File: src/source/icache_pkg.sv
`default_nettype none

package icache_pkg;

	// Line geometry
	localparam int LINE_BYTES = 64;
	localparam int BEATS_PER_LINE = 8;
	localparam int OFFSET_BITS = 6;

	// One 64-bit memory beat
	// Seen whole when it enters the line buffer,
	// or as two instruction words when it feeds the slots
	typedef struct packed {
		logic [31:0] hi;
		logic [31:0] lo;
	} beat_slots_t;

	typedef union packed {
		logic [63:0] raw;
		beat_slots_t slots;
	} beat_u;

	// Miss engine states
	typedef enum logic [1:0] {
		IDLE = 2'h0,
		MEMREQ = 2'h1,
		MEMGET = 2'h2,
		OUTINST = 2'h3
	} refill_state_e;

endpackage

`default_nettype wire
File: src/source/icache_fetch_select.sv
`timescale 1ns/1ns
`default_nettype none

module icache_fetch_select (
	input wire iCLOCK,
	input wire inRESET,
	// Hit path from the array
	input wire hit_valid,
	input wire hit,
	input wire icache_pkg::beat_u hit_beat,
	input wire addr_bit2,
	// Refill path
	input wire refill_out,
	input wire refill_slot1_ok,
	input wire icache_pkg::beat_u refill_beat,
	input wire refill_fault,
	input wire refill_idle,
	input wire next_lock,
	// To the fetch unit
	output logic inst0_valid,
	output logic [31:0] inst0,
	output logic inst1_valid,
	output logic [31:0] inst1,
	output logic pagefault,
	output logic fetch_lock,
	output logic [6:0] hit_count
);

	logic hit_hold;
	logic hit_avail;
	logic slot0_ok;
	logic slot1_ok;
	logic hit_taken;

	// A hit seen under next_lock stays pending until it is taken
	assign hit_avail = (hit_valid && hit) || hit_hold;
	assign hit_taken = hit_avail && !refill_out && !next_lock;

	always_comb begin
		if (refill_out) begin
			slot0_ok = 1'b1;
			slot1_ok = refill_slot1_ok;
			inst0 = refill_beat.slots.lo;
			inst1 = refill_beat.slots.hi;
		end else begin
			slot0_ok = hit_avail;
			slot1_ok = hit_avail && !addr_bit2;
			// Odd word address starts in the upper half
			inst0 = addr_bit2 ? hit_beat.slots.hi : hit_beat.slots.lo;
			inst1 = hit_beat.slots.hi;
		end
	end

	assign inst0_valid = slot0_ok && !next_lock;
	assign inst1_valid = slot1_ok && !next_lock;
	assign pagefault = refill_out && refill_fault && !next_lock;

	assign fetch_lock = !refill_idle || (hit_valid && !hit) || next_lock;

	always_ff @(posedge iCLOCK or negedge inRESET) begin
		if (!inRESET) begin
			hit_hold <= 1'b0;
			hit_count <= '0;
		end else begin
			hit_hold <= hit_avail && !refill_out && next_lock;
			// Saturating count of delivered hits
			if (hit_taken && (hit_count != 7'h7f)) begin
				hit_count <= hit_count + 1'b1;
			end
		end
	end

endmodule

`default_nettype wire

File: config.mk
export PLATFORM = sky130hd
export DESIGN_NAME = icache_fetch_select
export DESIGN_NICKNAME = d
export VERILOG_FILES = /design/src/source/icache_pkg.sv /design/src/source/icache_fetch_select.sv
export SDC_FILE = /design/constraint.sdc
export NUM_CORES = 1
export LEC_CHECK = 0
export BUFFER_PORTS_ARGS = -buffer_cell sky130_fd_sc_hd__buf_4
export CAP_MARGIN = 25
export CORE_AREA = 2 2 82 84
export DETAILED_ROUTE_END_ITERATION = 12
export DIE_AREA = 0 0 84 86
export PLACE_DENSITY_LB_ADDON = 0.12
export SYNTH_ARGS = -nofsm -noshare
export SYNTH_HDL_FRONTEND = slang
export SYNTH_SLANG_ARGS = --single-unit
File: constraint.sdc
create_clock -name iCLOCK -period 4.6 [get_ports iCLOCK]
set_input_delay 0.69 -clock iCLOCK [delete_from_list [all_inputs] [get_ports iCLOCK]]
set_output_delay 0.69 -clock iCLOCK [all_outputs]
set_load 0.02 [all_outputs]
==> metrics.yaml <==
outcome: "completed"
ys_seq_area_share_pct: 13.9
tightest_slew_ns: 0.970
critical_path.max_stage_delay_ns: 0.70
io_pins: 213
cts_buffer_depth: 2
grt_pass1_vias: 2118
hpwl_microns: 5550
max_slew_margin_pct: 35.3
slowest_stage: "buf_4"
grt_overflow: 0
grt_pass1_wl_microns: 10100
drcViolationCount: 0
cts_setup_buffers: 0
syn_nets: 315
synth_top_area_share_pct: 25.0
nFillCells: 619
fin_ws_ns: 1.87
ant_nets: 0
critPathKind: "input pin to output pin"
hp-class: "input pin to asynchronous set/reset pin"
grt_max_degree: 103
finalSetupViolCount: 0
fin_crit_sh_pct: 59.4
antenna_found_initial: 0
synth.distinct_cells: 23
hold_ws_ns: 0.274
path_max_fanout: 102
drive_gt1_share_pct: 67.0
insertion_delay_ns: 0.23
final.setup.tns_ns: 0
fin_crit_ns: 2.73
netlist_top_cells_area: "mux2_2, mux2i_1, dfrtp_1, o21ai_0, nand2_1"
yosys_warnings: 0
start_util_pct: 22.9
slew_viol_final: 0
cts_resized: 0
vias: 2071
hold_viol: 0
cts_hold_buf: 0
row_count: 29
seq_area_sq_um: 200
p_per_area_nw_per_um2: 192
cts_buffers: 3
cts_tree: "built"
coreArea_sq_um: 6280
crit_path_cell_trace: "buf_4 > mux2_2 > buf_4"
cp.arrival_ns: 2.04
ys_ff_latch: 8
finalWirelength_microns: 6580
antenna_cells: 0
track_usage_pct: 16.9
gp_congestion: 0.773
multi_input_area_sq_um: 1170
cts_max_level: 1
worst_clock_skew_ns: 0.000792
endpoint_kind: "output pin"
clkTransAtPathRegs_ns: 0.04
syn2layout_area_growth_pct: 116
max_cap_viol_count: 0
routedWlPerCell_microns: 14.5
crit_family: "buffers and inverters"
avgSynthCellArea_sq_um: 8.18
port_buffers: 212
drtIter0Drc: 15
leakagePower_nw: 1.64
crit_required_ns: 3.91
vdd_drop_max_mv: 0.147
cp-start-kind: "input pin"
cp_common_cell: "buf_4"
cts.sinks: 8
fp.dieArea_sq_um: 7220
syn_inst: 176
cp.buffers_inverters: 2
viasPerCell: 4.57
root_buffer: "clkbuf_8"
rsz0062_at_grt: "no"
max_clock_freq_ghz: 0.366
nNetsFinal: 517
synth_area_leader_cell: "mux2_2"
syn_area_sq_um: 1440
firstDrtPassIters: 4
die_h_microns: 86
place_ws_ns: 1.88
die_width_microns: 84
==> state kept, by name (all words and copies together), names as in the netlist <==
register and count:
hit_hold 1, hit_count 7
==> cells in the final DEF, fill, tap and decap left out <==
cell type,instances
clkbuf_8,3
and3_4,2
nor3b_1,2
xnor2_1,4
a21oi_1,2
nand4_1,3
mux2i_1,32
o41ai_1,1
xor2_1,1
mux2_2,32
nor3_1,1
buf_4,212
inv_2,1
ha_1,1
mux2_1,1
nand2b_1,1
a2111oi_4,1
nand2_1,33
a41o_2,1
o21ai_0,32
nand3b_1,2
dfrtp_1,8
==> layout make-up <==
type	count	area share (%)
Clock buffer	3	1.33
Inverter	1	0.121
Multi-Input combinational cell	152	37.8
Sequential cell	8	6.45
Tap cell	77	3.10
Timing Repair Buffer	212	51.2
==> cell families after synthesis <==
family / Yosys count / share of synthesized area, %
AND/OR/NAND/NOR: 44 / 14.3
multiplexers: 65 / 48.0
XOR/XNOR: 5 / 3.04
buffers and inverters: 16 / 4.69
AO/OA/AOI/OAI: 37 / 15.1
flip-flops: 8 / 13.9
adder cells (fa/ha/maj): 1 / 0.869
==> cells in the mapped netlist (all sizes together) <==
master,n
nor3,1
nand3b,2
inv,1
mux2,33
o41ai,1
a41o,1
xor2,1
a2111oi,1
nand2,33
and3,2
a21oi,2
ha,1
nor3b,2
nand2b,1
buf,7
o21ai,32
dfrtp,8
xnor2,4
clkbuf,8
nand4,3
mux2i,32
==> final timing paths <==
kind	start	to	slack (ns)	cells past startpoint
setup / recovery	refill_out	inst1[26]	1.87	3
hold / removal	inRESET	hit_hold	0.27	1
setup reg to reg	hit_count[0]	hit_count[1]	2.69	4
hold reg to reg	hit_count[4]	hit_count[4]	0.49	1
max in group asynchronous	inRESET	hit_count[6]	4.20	1
min in group iCLOCK	hit_count[4]	hit_count[4]	0.49	1
==> layer usage <==
layer  GRT usage, %  wire (microns)  up-vias
met4           2.64              50        0
met1           18.9            2260      911
li1               -               -     1038
met3           5.29             665        7
met5              0               0        -
met2           32.0            3610      115
==> report_power, final <==
group / switching [mW] / internal (mW) / total (mW) / leakage, nW
Clock: 0.0259 / 0.0565 / 0.0824 / 0.0216
Sequential: 0.0270 / 0.0891 / 0.116 / 0.105
Combinational: 0.187 / 0.211 / 0.398 / 1.52
Total: 0.240 / 0.356 / 0.596 / 1.64
==> per-stage QoR <==
stage / cells / total power [mW] / instance area (sq um) / utilization, %
4_1_cts: 453 / 0.604 / 3110 / 49.5
5_1_grt: 453 / 0.637 / 3110 / 49.5
2_1_floorplan: 176 / 0.300 / 1440 / -
3_3_place_gp: 450 / 0.516 / 3060 / 48.8
3_5_place_dp: 450 / 0.518 / 3060 / 48.8
6_report: 453 / 0.596 / 3110 / 49.5
Power figures use the tool's default switching activity.
