$ cat src/source/icache_pkg.sv
`default_nettype none

package icache_pkg;

	// Line geometry
	localparam int LINE_BYTES = 64;
	localparam int BEATS_PER_LINE = 8;
	localparam int OFFSET_BITS = 6;

	// One 64-bit memory beat
	// Seen whole when it enters the line buffer,
	// or as two instruction words when it feeds the slots
	typedef struct packed {
		logic [31:0] hi;
		logic [31:0] lo;
	} beat_slots_t;

	typedef union packed {
		logic [63:0] raw;
		beat_slots_t slots;
	} beat_u;

	// Miss engine states
	typedef enum logic [1:0] {
		IDLE = 2'h0,
		MEMREQ = 2'h1,
		MEMGET = 2'h2,
		OUTINST = 2'h3
	} refill_state_e;

endpackage

`default_nettype wire
$ cat src/source/icache_refill.sv
`timescale 1ns/1ns
`default_nettype none

module icache_refill (
	input wire iCLOCK,
	input wire inRESET,
	// Request capture and lookup result
	input wire lookup_req,
	input wire [31:0] lookup_addr,
	input wire hit_valid,
	input wire hit,
	input wire next_lock,
	// Memory burst port
	output logic mem_req,
	input wire mem_lock,
	output logic [31:0] mem_addr,
	input wire mem_valid,
	input wire mem_pagefault,
	input wire [63:0] mem_data,
	// Result to the selector
	output logic refill_idle,
	output logic refill_out,
	output logic refill_slot1_ok,
	output icache_pkg::beat_u refill_beat,
	output logic refill_fault,
	// Line write to the array
	output logic line_wr,
	output logic [31:0] line_addr,
	output logic [icache_pkg::LINE_BYTES*8-1:0] line_data
);

	localparam int LINE_BITS = icache_pkg::LINE_BYTES * 8;
	localparam int BEAT_BITS = $clog2(icache_pkg::BEATS_PER_LINE);
	localparam logic [BEAT_BITS-1:0] LAST_BEAT = BEAT_BITS'(icache_pkg::BEATS_PER_LINE - 1);

	icache_pkg::refill_state_e state;
	logic [BEAT_BITS-1:0] req_cnt;
	logic [BEAT_BITS-1:0] get_cnt;
	logic [BEAT_BITS:0] out_cnt;
	logic [31:0] req_addr;
	logic [LINE_BITS-1:0] line_buf;
	icache_pkg::beat_u in_beat;
	icache_pkg::beat_u crit_beat;
	logic [BEAT_BITS-1:0] crit_idx;
	logic fault;
	logic req_fire;
	logic collecting;
	logic crit_take;
	logic drained;

	assign in_beat.raw = mem_data;
	assign crit_idx = req_addr[icache_pkg::OFFSET_BITS-1 -: BEAT_BITS];
	assign req_fire = mem_req && !mem_lock;
	assign collecting = (state == icache_pkg::MEMREQ) || (state == icache_pkg::MEMGET);
	// A fault before the critical beat still leaves something in slot 0
	assign crit_take = mem_pagefault ? (get_cnt <= crit_idx) : (get_cnt == crit_idx);
	// Beats still in flight after an aborted burst must land before we finish
	assign drained = (out_cnt == '0);

	always_ff @(posedge iCLOCK or negedge inRESET) begin
		if (!inRESET) begin
			state <= icache_pkg::IDLE;
			req_cnt <= '0;
			get_cnt <= '0;
			out_cnt <= '0;
			fault <= 1'b0;
		end else begin
			case ({req_fire, mem_valid})
				2'b10: out_cnt <= out_cnt + 1'b1;
				2'b01: out_cnt <= out_cnt - 1'b1;
				default: out_cnt <= out_cnt;
			endcase
			case (state)
				icache_pkg::IDLE: begin
					req_cnt <= '0;
					get_cnt <= '0;
					fault <= 1'b0;
					if (hit_valid && !hit) begin
						state <= icache_pkg::MEMREQ;
					end
				end
				icache_pkg::MEMREQ: begin
					// Only unlocked cycles advance the address
					if (req_fire) begin
						if (req_cnt == LAST_BEAT) begin
							state <= icache_pkg::MEMGET;
						end else begin
							req_cnt <= req_cnt + 1'b1;
						end
					end
				end
				icache_pkg::MEMGET: begin
					state <= icache_pkg::MEMGET;
				end
				icache_pkg::OUTINST: begin
					if (drained && !next_lock) begin
						state <= icache_pkg::IDLE;
					end
				end
				default: state <= icache_pkg::IDLE;
			endcase
			// Beat returns may overlap the request phase
			if (collecting && mem_valid) begin
				get_cnt <= get_cnt + 1'b1;
				if (mem_pagefault) begin
					fault <= 1'b1;
					state <= icache_pkg::OUTINST;
				end else if (get_cnt == LAST_BEAT) begin
					state <= icache_pkg::OUTINST;
				end
			end
		end
	end

	// Request address, line buffer and critical beat
	always_ff @(posedge iCLOCK) begin
		if (lookup_req) begin
			req_addr <= lookup_addr;
		end
		if (collecting && mem_valid) begin
			line_buf <= {in_beat.raw, line_buf[LINE_BITS-1:64]};
			if (crit_take) begin
				if (req_addr[2]) begin
					crit_beat.slots.lo <= in_beat.slots.hi;
					crit_beat.slots.hi <= '0;
				end else begin
					crit_beat <= in_beat;
				end
			end
		end
	end

	assign mem_req = (state == icache_pkg::MEMREQ);
	assign mem_addr = {req_addr[31:icache_pkg::OFFSET_BITS], req_cnt, 3'b000};

	assign refill_idle = (state == icache_pkg::IDLE);
	assign refill_out = (state == icache_pkg::OUTINST) && drained;
	assign refill_slot1_ok = !req_addr[2];
	assign refill_beat = crit_beat;
	assign refill_fault = fault;

	// Line goes in on the cycle the result is taken and never after a fault
	assign line_wr = refill_out && !next_lock && !fault;
	assign line_addr = {req_addr[31:icache_pkg::OFFSET_BITS], {icache_pkg::OFFSET_BITS{1'b0}}};
	assign line_data = line_buf;

	// The burst ends with the eighth accepted request
	assert property (@(posedge iCLOCK) disable iff (!inRESET)
		(req_fire && (req_cnt == LAST_BEAT)) |=> !mem_req)
		else $error("icache_refill: mem_req after the last beat request");

	// Every returned beat belongs to a burst this engine issued
	assert property (@(posedge iCLOCK) disable iff (!inRESET)
		(state == icache_pkg::IDLE) |-> !mem_valid)
		else $error("icache_refill: memory beat while idle");

endmodule

`default_nettype wire

$ cat config.mk
export PLATFORM = sky130hd
export DESIGN_NAME = icache_refill
export DESIGN_NICKNAME = d
export VERILOG_FILES = /design/src/source/icache_pkg.sv /design/src/source/icache_refill.sv
export SDC_FILE = /design/constraint.sdc
export NUM_CORES = 1
export LEC_CHECK = 0
export BUFFER_PORTS_ARGS = -buffer_cell sky130_fd_sc_hd__buf_2
export CORE_AREA = 2 2 290 292
export CTS_CLUSTER_SIZE = 25
export DETAILED_ROUTE_END_ITERATION = 12
export DIE_AREA = 0 0 292 294
export PLACE_DENSITY_LB_ADDON = 0.05
export SLEW_MARGIN = 40
export SYNTH_ARGS = -nofsm -noshare
export SYNTH_HDL_FRONTEND = slang
export SYNTH_SLANG_ARGS = --single-unit
$ cat constraint.sdc
create_clock -name iCLOCK -period 15.3 [get_ports iCLOCK]
set_clock_uncertainty 0.05 [all_clocks]
set_input_delay 0 -clock iCLOCK [delete_from_list [all_inputs] [get_ports iCLOCK]]
set_output_delay 0 -clock iCLOCK [all_outputs]
set_load 0.05 [all_outputs]
==> results of run 1 <==
[worst max-delay path, stage by stage (launching register included)]
cell and delay, ns:
dfrtp_1 0.39, inv_1 0.10, ha_1 0.28, nand2_1 0.22, inv_8 0.36, buf_16 0.31
buf_6 0.59, buf_6 0.60
[flip-flops by register name, summed over array words and instances, names as in the netlist]
register	count
get_cnt	3
line_data	512
out_cnt	4
refill_beat	64
refill_fault	1
req_addr	30
req_cnt	3
state	2
[report_power, final]
group / switching, mW / internal, mW / total (mW) / leakage (nW)
sequential: 0.219 / 2.62 / 2.84 / 5.83
combinational: 2.28 / 0.402 / 2.68 / 3.96
clock: 0.691 / 0.973 / 1.66 / 1.11
[cells in the mapped netlist, drive strengths merged]
cell type	n
a31oi	1
edfxtp	606
nand3b	4
buf	65
a21oi	4
and2	2
nand3	2
mux2	34
ha	14
nor3	1
nor3b	1
nor2b	33
clkbuf	3
nor2	2
a22o	3
xnor2	1
and3	1
inv	12
nand2	8
mux2i	1
o21ai	8
a221oi	1
fa	1
or3	1
dfrtp	13
nor4	1
xor2	3
nand2b	3
conb	1
[worst max-delay path by stage]
stage,startpoint,end,cells after the start
after floorplan,state[1],state[0],6
after detailed placement,state[0],line_data[95],6
after global routing,state[1],line_data[32],7
final,state[0],line_data[129],7
after CTS,state[0],line_data[32],6
after global placement,state[1],line_data[9],6
[cell families after synthesis]
family	share of synthesized area
flops	0.919
fa+ha+maj	0.00969
simple gates	0.0176
other cells	0.000186
buf+inv	0.0265
xor+xnor	0.00174
compound gates	0.00534
mux	0.0195
[layout make-up]
class	count	area, um2	area share
clock inverters	37	325	0.0115
clock buffers	95	1950	0.0692
inverters	12	52.6	0.00186
flip-flops and latches	619	18500	0.656
multi-input cells	139	1130	0.0400
repair buffers	856	4880	0.173
well taps	1080	1350	0.0479
[layer usage]
metal	share of wire	wire length, um
met5	0	0
met4	0.022	1330
met3	0.086	5150
met2	0.55	32800
met1	0.35	20800
[per-stage QoR]
| stage | utilization | area (um2) |
|---|---|---|
| floorplan | - | 20200 |
| global placement | 0.300 | 24800 |
| detailed placement | 0.300 | 24800 |
| CTS | 0.340 | 28200 |
| global route | 0.340 | 28200 |
| finish | 0.340 | 28200 |
[placed cells by master (no fill, tap or decap), drive strengths merged, types with 13 or more instances in the layout]
cell,n
buf,750
edfxtp,606
dlygate4sd3,106
clkbuf,95
mux2,34
nor2b,33
clkinv,28
inv,16
ha,14
dfrtp,13
==> flow_summary.ini, run 1 <==
[floorplan]
initial_utilization = 0.243
die-area_um2 = 85800
num_rows = 106
die_w_um = 292
ios = 751
core_um2 = 82900
die-height_um = 294

[placed_design]
io_buffer_count = 739
hpwl_um = 44100
routabilityCongestion = 0.765
place_inst = 2599
place_ws_ns = 11.59

[cells_and_area]
diodes = 0
nets = 1822
nFillCells = 8105
finalNonFillerCells = 2838
drive_gt1_frac = 0.504
area_growth_syn_to_layout_pct = 40.1

[timing]
min_period_ns = 3.47
setup_ws_ns = 11.83
max_freq_mhz = 288
tns_ns = 0
maxSlewViolCount = 0
rsz0062_at_grt = false
post-route-period-util = 0.227
max_slew_margin = 0.494
tightest_slew_ns = 0.758
timing.hold.ws_ns = 0.0567
final_hold_viol_count = 0
report.final.setup_viol = 0

[synth]
ys_warn_count = 0
syn_area_um2 = 20100
netlist_instances = 830
yosysTopAreaCell = edfxtp_1
synthTopCellsByArea = edfxtp_1, buf_4, mux2_2
synth_area_per_cell_um2 = 24.3
synth.distinct_cells = 32
ys_ff_latch = 619
seq_area_frac_synth = 0.919
synth_top_area_frac = 0.903

[global_route]
grt_use_total = 0.133
antenna_found_initial = 2
grt_max_degree = 106
met3_usage = 0.0502
overflow = 0
met1_usage = 0.136
use_met2 = 0.248
grt_pass1_wl_um = 82300
grt_pass1_vias = 11200
grt_busiest_layer = met2

[cts]
cts_hold_buf = 106
htreeDepth = 3
ctsResizeCount = 0
cts.sinks = 619
clk_pin_slew_worst_paths_ns = 0.06
cts_buffer_depth = 3
clkLatencyLatePin_ns = 0.60
post_cts_buffers = 0
cts_tree = yes
numCtsBuffers = 74
cts_root_buf = clkbuf_16

[flow_run]
cap_viol_max_count = 0

[route]
drcViolationCount = 0
dr.pass1.iters = 4
via_per_inst = 3.84
post_drt_wl_per_cell_um = 21.2
ant_nets = 0
drt_iter0_drc = 520
num_vias = 10900
drt_wl_total_um = 60100

[setup_path]
endpoint_kind = register
critPathMaxFanout = 76
required_ns = 15.48
reg2reg_slack_ns = 11.83
worstSetupPathType = reg -> reg
critPathLaunchType = register
reg2reg_from = state[0]
arrival_ns = 3.65
rr_endpoint = line_data[129]
r2r_cells = 7

[power]
p_leak_nw = 10.9
peakVddDrop_mv = 0.0961
total_power_mw = 7.19
power_density_nw_per_um2 = 255

[min_path]
hold_class = in -> reg
whs_endpoint = req_addr[31]
min-delay-start = lookup_addr[31]
whs_path_depth = 2

[run_status]
status = finished, final reports clean
Note: power is estimated with default switching activity, not from simulation.
==> run 2: changes to the inputs <==
==> constraint.sdc (replaced) <==
create_clock -name iCLOCK -period 3.51 [get_ports iCLOCK]
set_clock_uncertainty 0.05 [all_clocks]
set_input_delay 0 -clock iCLOCK [delete_from_list [all_inputs] [get_ports iCLOCK]]
set_output_delay 0 -clock iCLOCK [all_outputs]
set_load 0.05 [all_outputs]
==> flow_summary.ini, run 2 (synthesis gave the netlist of run 1 again) <==
[route]
drt_iter0_drc = 613
ant_nets = 0
num_vias = 10900
post_drt_wl_per_cell_um = 21.4
dr.pass1.iters = 4
via_per_inst = 3.84
drcViolationCount = 0
drt_wl_total_um = 60900

[setup_path]
rr_endpoint = state[1]
arrival_ns = 3.13
worstPathCellList = inv_1 -> ha_1 -> nand2_2 -> clkinvlp_4 -> buf_12 -> o21ai_0 -> o21ai_1 -> dlygate4sd3_1
cpLargestDelayFamily = buffers and inverters
cpPeakStageDelay_ns = 0.56
startpoint = state[1]
reg2reg_slack_ns = 0.81
cp_slowest_cell = dlygate4sd3_1
reg2reg_from = state[1]
required_ns = 3.95
endpoint_kind = register
critPathLaunchType = register
r2r_cells = 8
worst-path-buf-inv = 4
worstSetupPathType = reg -> reg
critPathMaxFanout = 21

[timing]
min_period_ns = 2.70
rsz0062_at_grt = false
report.final.setup_viol = 0
max_freq_mhz = 371
max_slew_margin = 0.510
final_hold_viol_count = 0
tightest_slew_ns = 0.734
post-route-period-util = 0.768
maxSlewViolCount = 0
setup_ws_ns = 0.814

[global_route]
grt_max_degree = 100
grt_use_total = 0.136
grt_pass1_vias = 11400
overflow = 0
grt_pass1_wl_um = 83600
antenna_found_initial = 1

[placed_design]
hpwl_um = 45100
routabilityCongestion = 0.765
dpl-instance-area_um2 = 25000
io_buffer_count = 739
place_ws_ns = 1.10

[cells_and_area]
final_cell_mix = buf_2, edfxtp_1, dlygate4sd3_1
design_area_um2 = 28400
area_growth_syn_to_layout_pct = 40.9
nets = 1829
utilization = 0.342
final_common_cell = buf_2
largest_reg_flops = 512
drive_gt1_frac = 0.505

[run_status]
status = finished, final reports clean

[floorplan]
die-height_um = 294
die-area_um2 = 85800
ios = 751
initial_utilization = 0.243
core_um2 = 82900
num_rows = 106
die_w_um = 292

[cts]
cts_root_buf = clkbuf_16
clk_pin_slew_worst_paths_ns = 0.05
clkLatencyLatePin_ns = 0.60
cts.sinks = 619
cts_hold_buf = 107
ctsResizeCount = 0
cts_tree = yes
htreeDepth = 3
post_cts_buffers = 0
numCtsBuffers = 74
cts_buffer_depth = 3

[min_path]
whs_endpoint = req_addr[18]
hold_class = in -> reg
whs_path_depth = 2
min-delay-start = lookup_addr[18]

[flow_run]
cap_viol_max_count = 0

[power]
power_density_nw_per_um2 = 1110
peakVddDrop_mv = 0.475
p_leak_nw = 11.0
run 2: cell type report:
class                   instances  area (um2)
fillers                      8023       54500
flip-flops and latches        619       18500
repair buffers                863        5000
clock buffers                  93        1990
well taps                    1080        1350
multi-input cells             139        1130
clock inverters                41         343
inverters                      12        48.8
diodes                          1        2.50
run 2: metal layers:
layer  up-vias  share of wire  track usage
met4         0          0.024       0.0495
li1       4936              -            -
met2       466           0.55        0.255
met5         -              0            0
met1      5461           0.35        0.140
met3        74          0.082       0.0476
run 2: report_power, final:
group	switching, mW	internal [mW]	total (mW)
logic	9.94	1.86	11.8
registers	0.999	11.4	12.4
clock network	3.08	4.25	7.33
total	14.0	17.5	31.5
run 2: how the worst max path moves through the flow:
stage,end,cells past startpoint
floorplan,line_data[0],4
global placement,get_cnt[0],7
detailed placement,get_cnt[0],7
CTS,state[1],8
global route,state[0],8
finish,state[1],8
run 2: per-stage QoR:
stage / power (mW) / setup TNS (ns) / instances / hold WS, ns
final: 31.5 / 0 / 2848 / 0.0537
after global routing: 32.9 / 0 / 2848 / 0.0311
after CTS: 32.1 / 0 / 2847 / 0.0000629
after detailed placement: 24.5 / 0 / 2606 / -0.124
after global placement: 24.4 / 0 / 2606 / -0.124
after floorplan: 16.2 / -2910.82 / 838 / -0.346
run 2: worst reg2reg max path, delay by kind of cell, from the launching register on:
kind,cells,cell delay (ns)
compound gates,2,0.26
buf+inv,4,1.41
fa+ha+maj,1,0.29
simple gates,1,0.16
flops,1,0.41
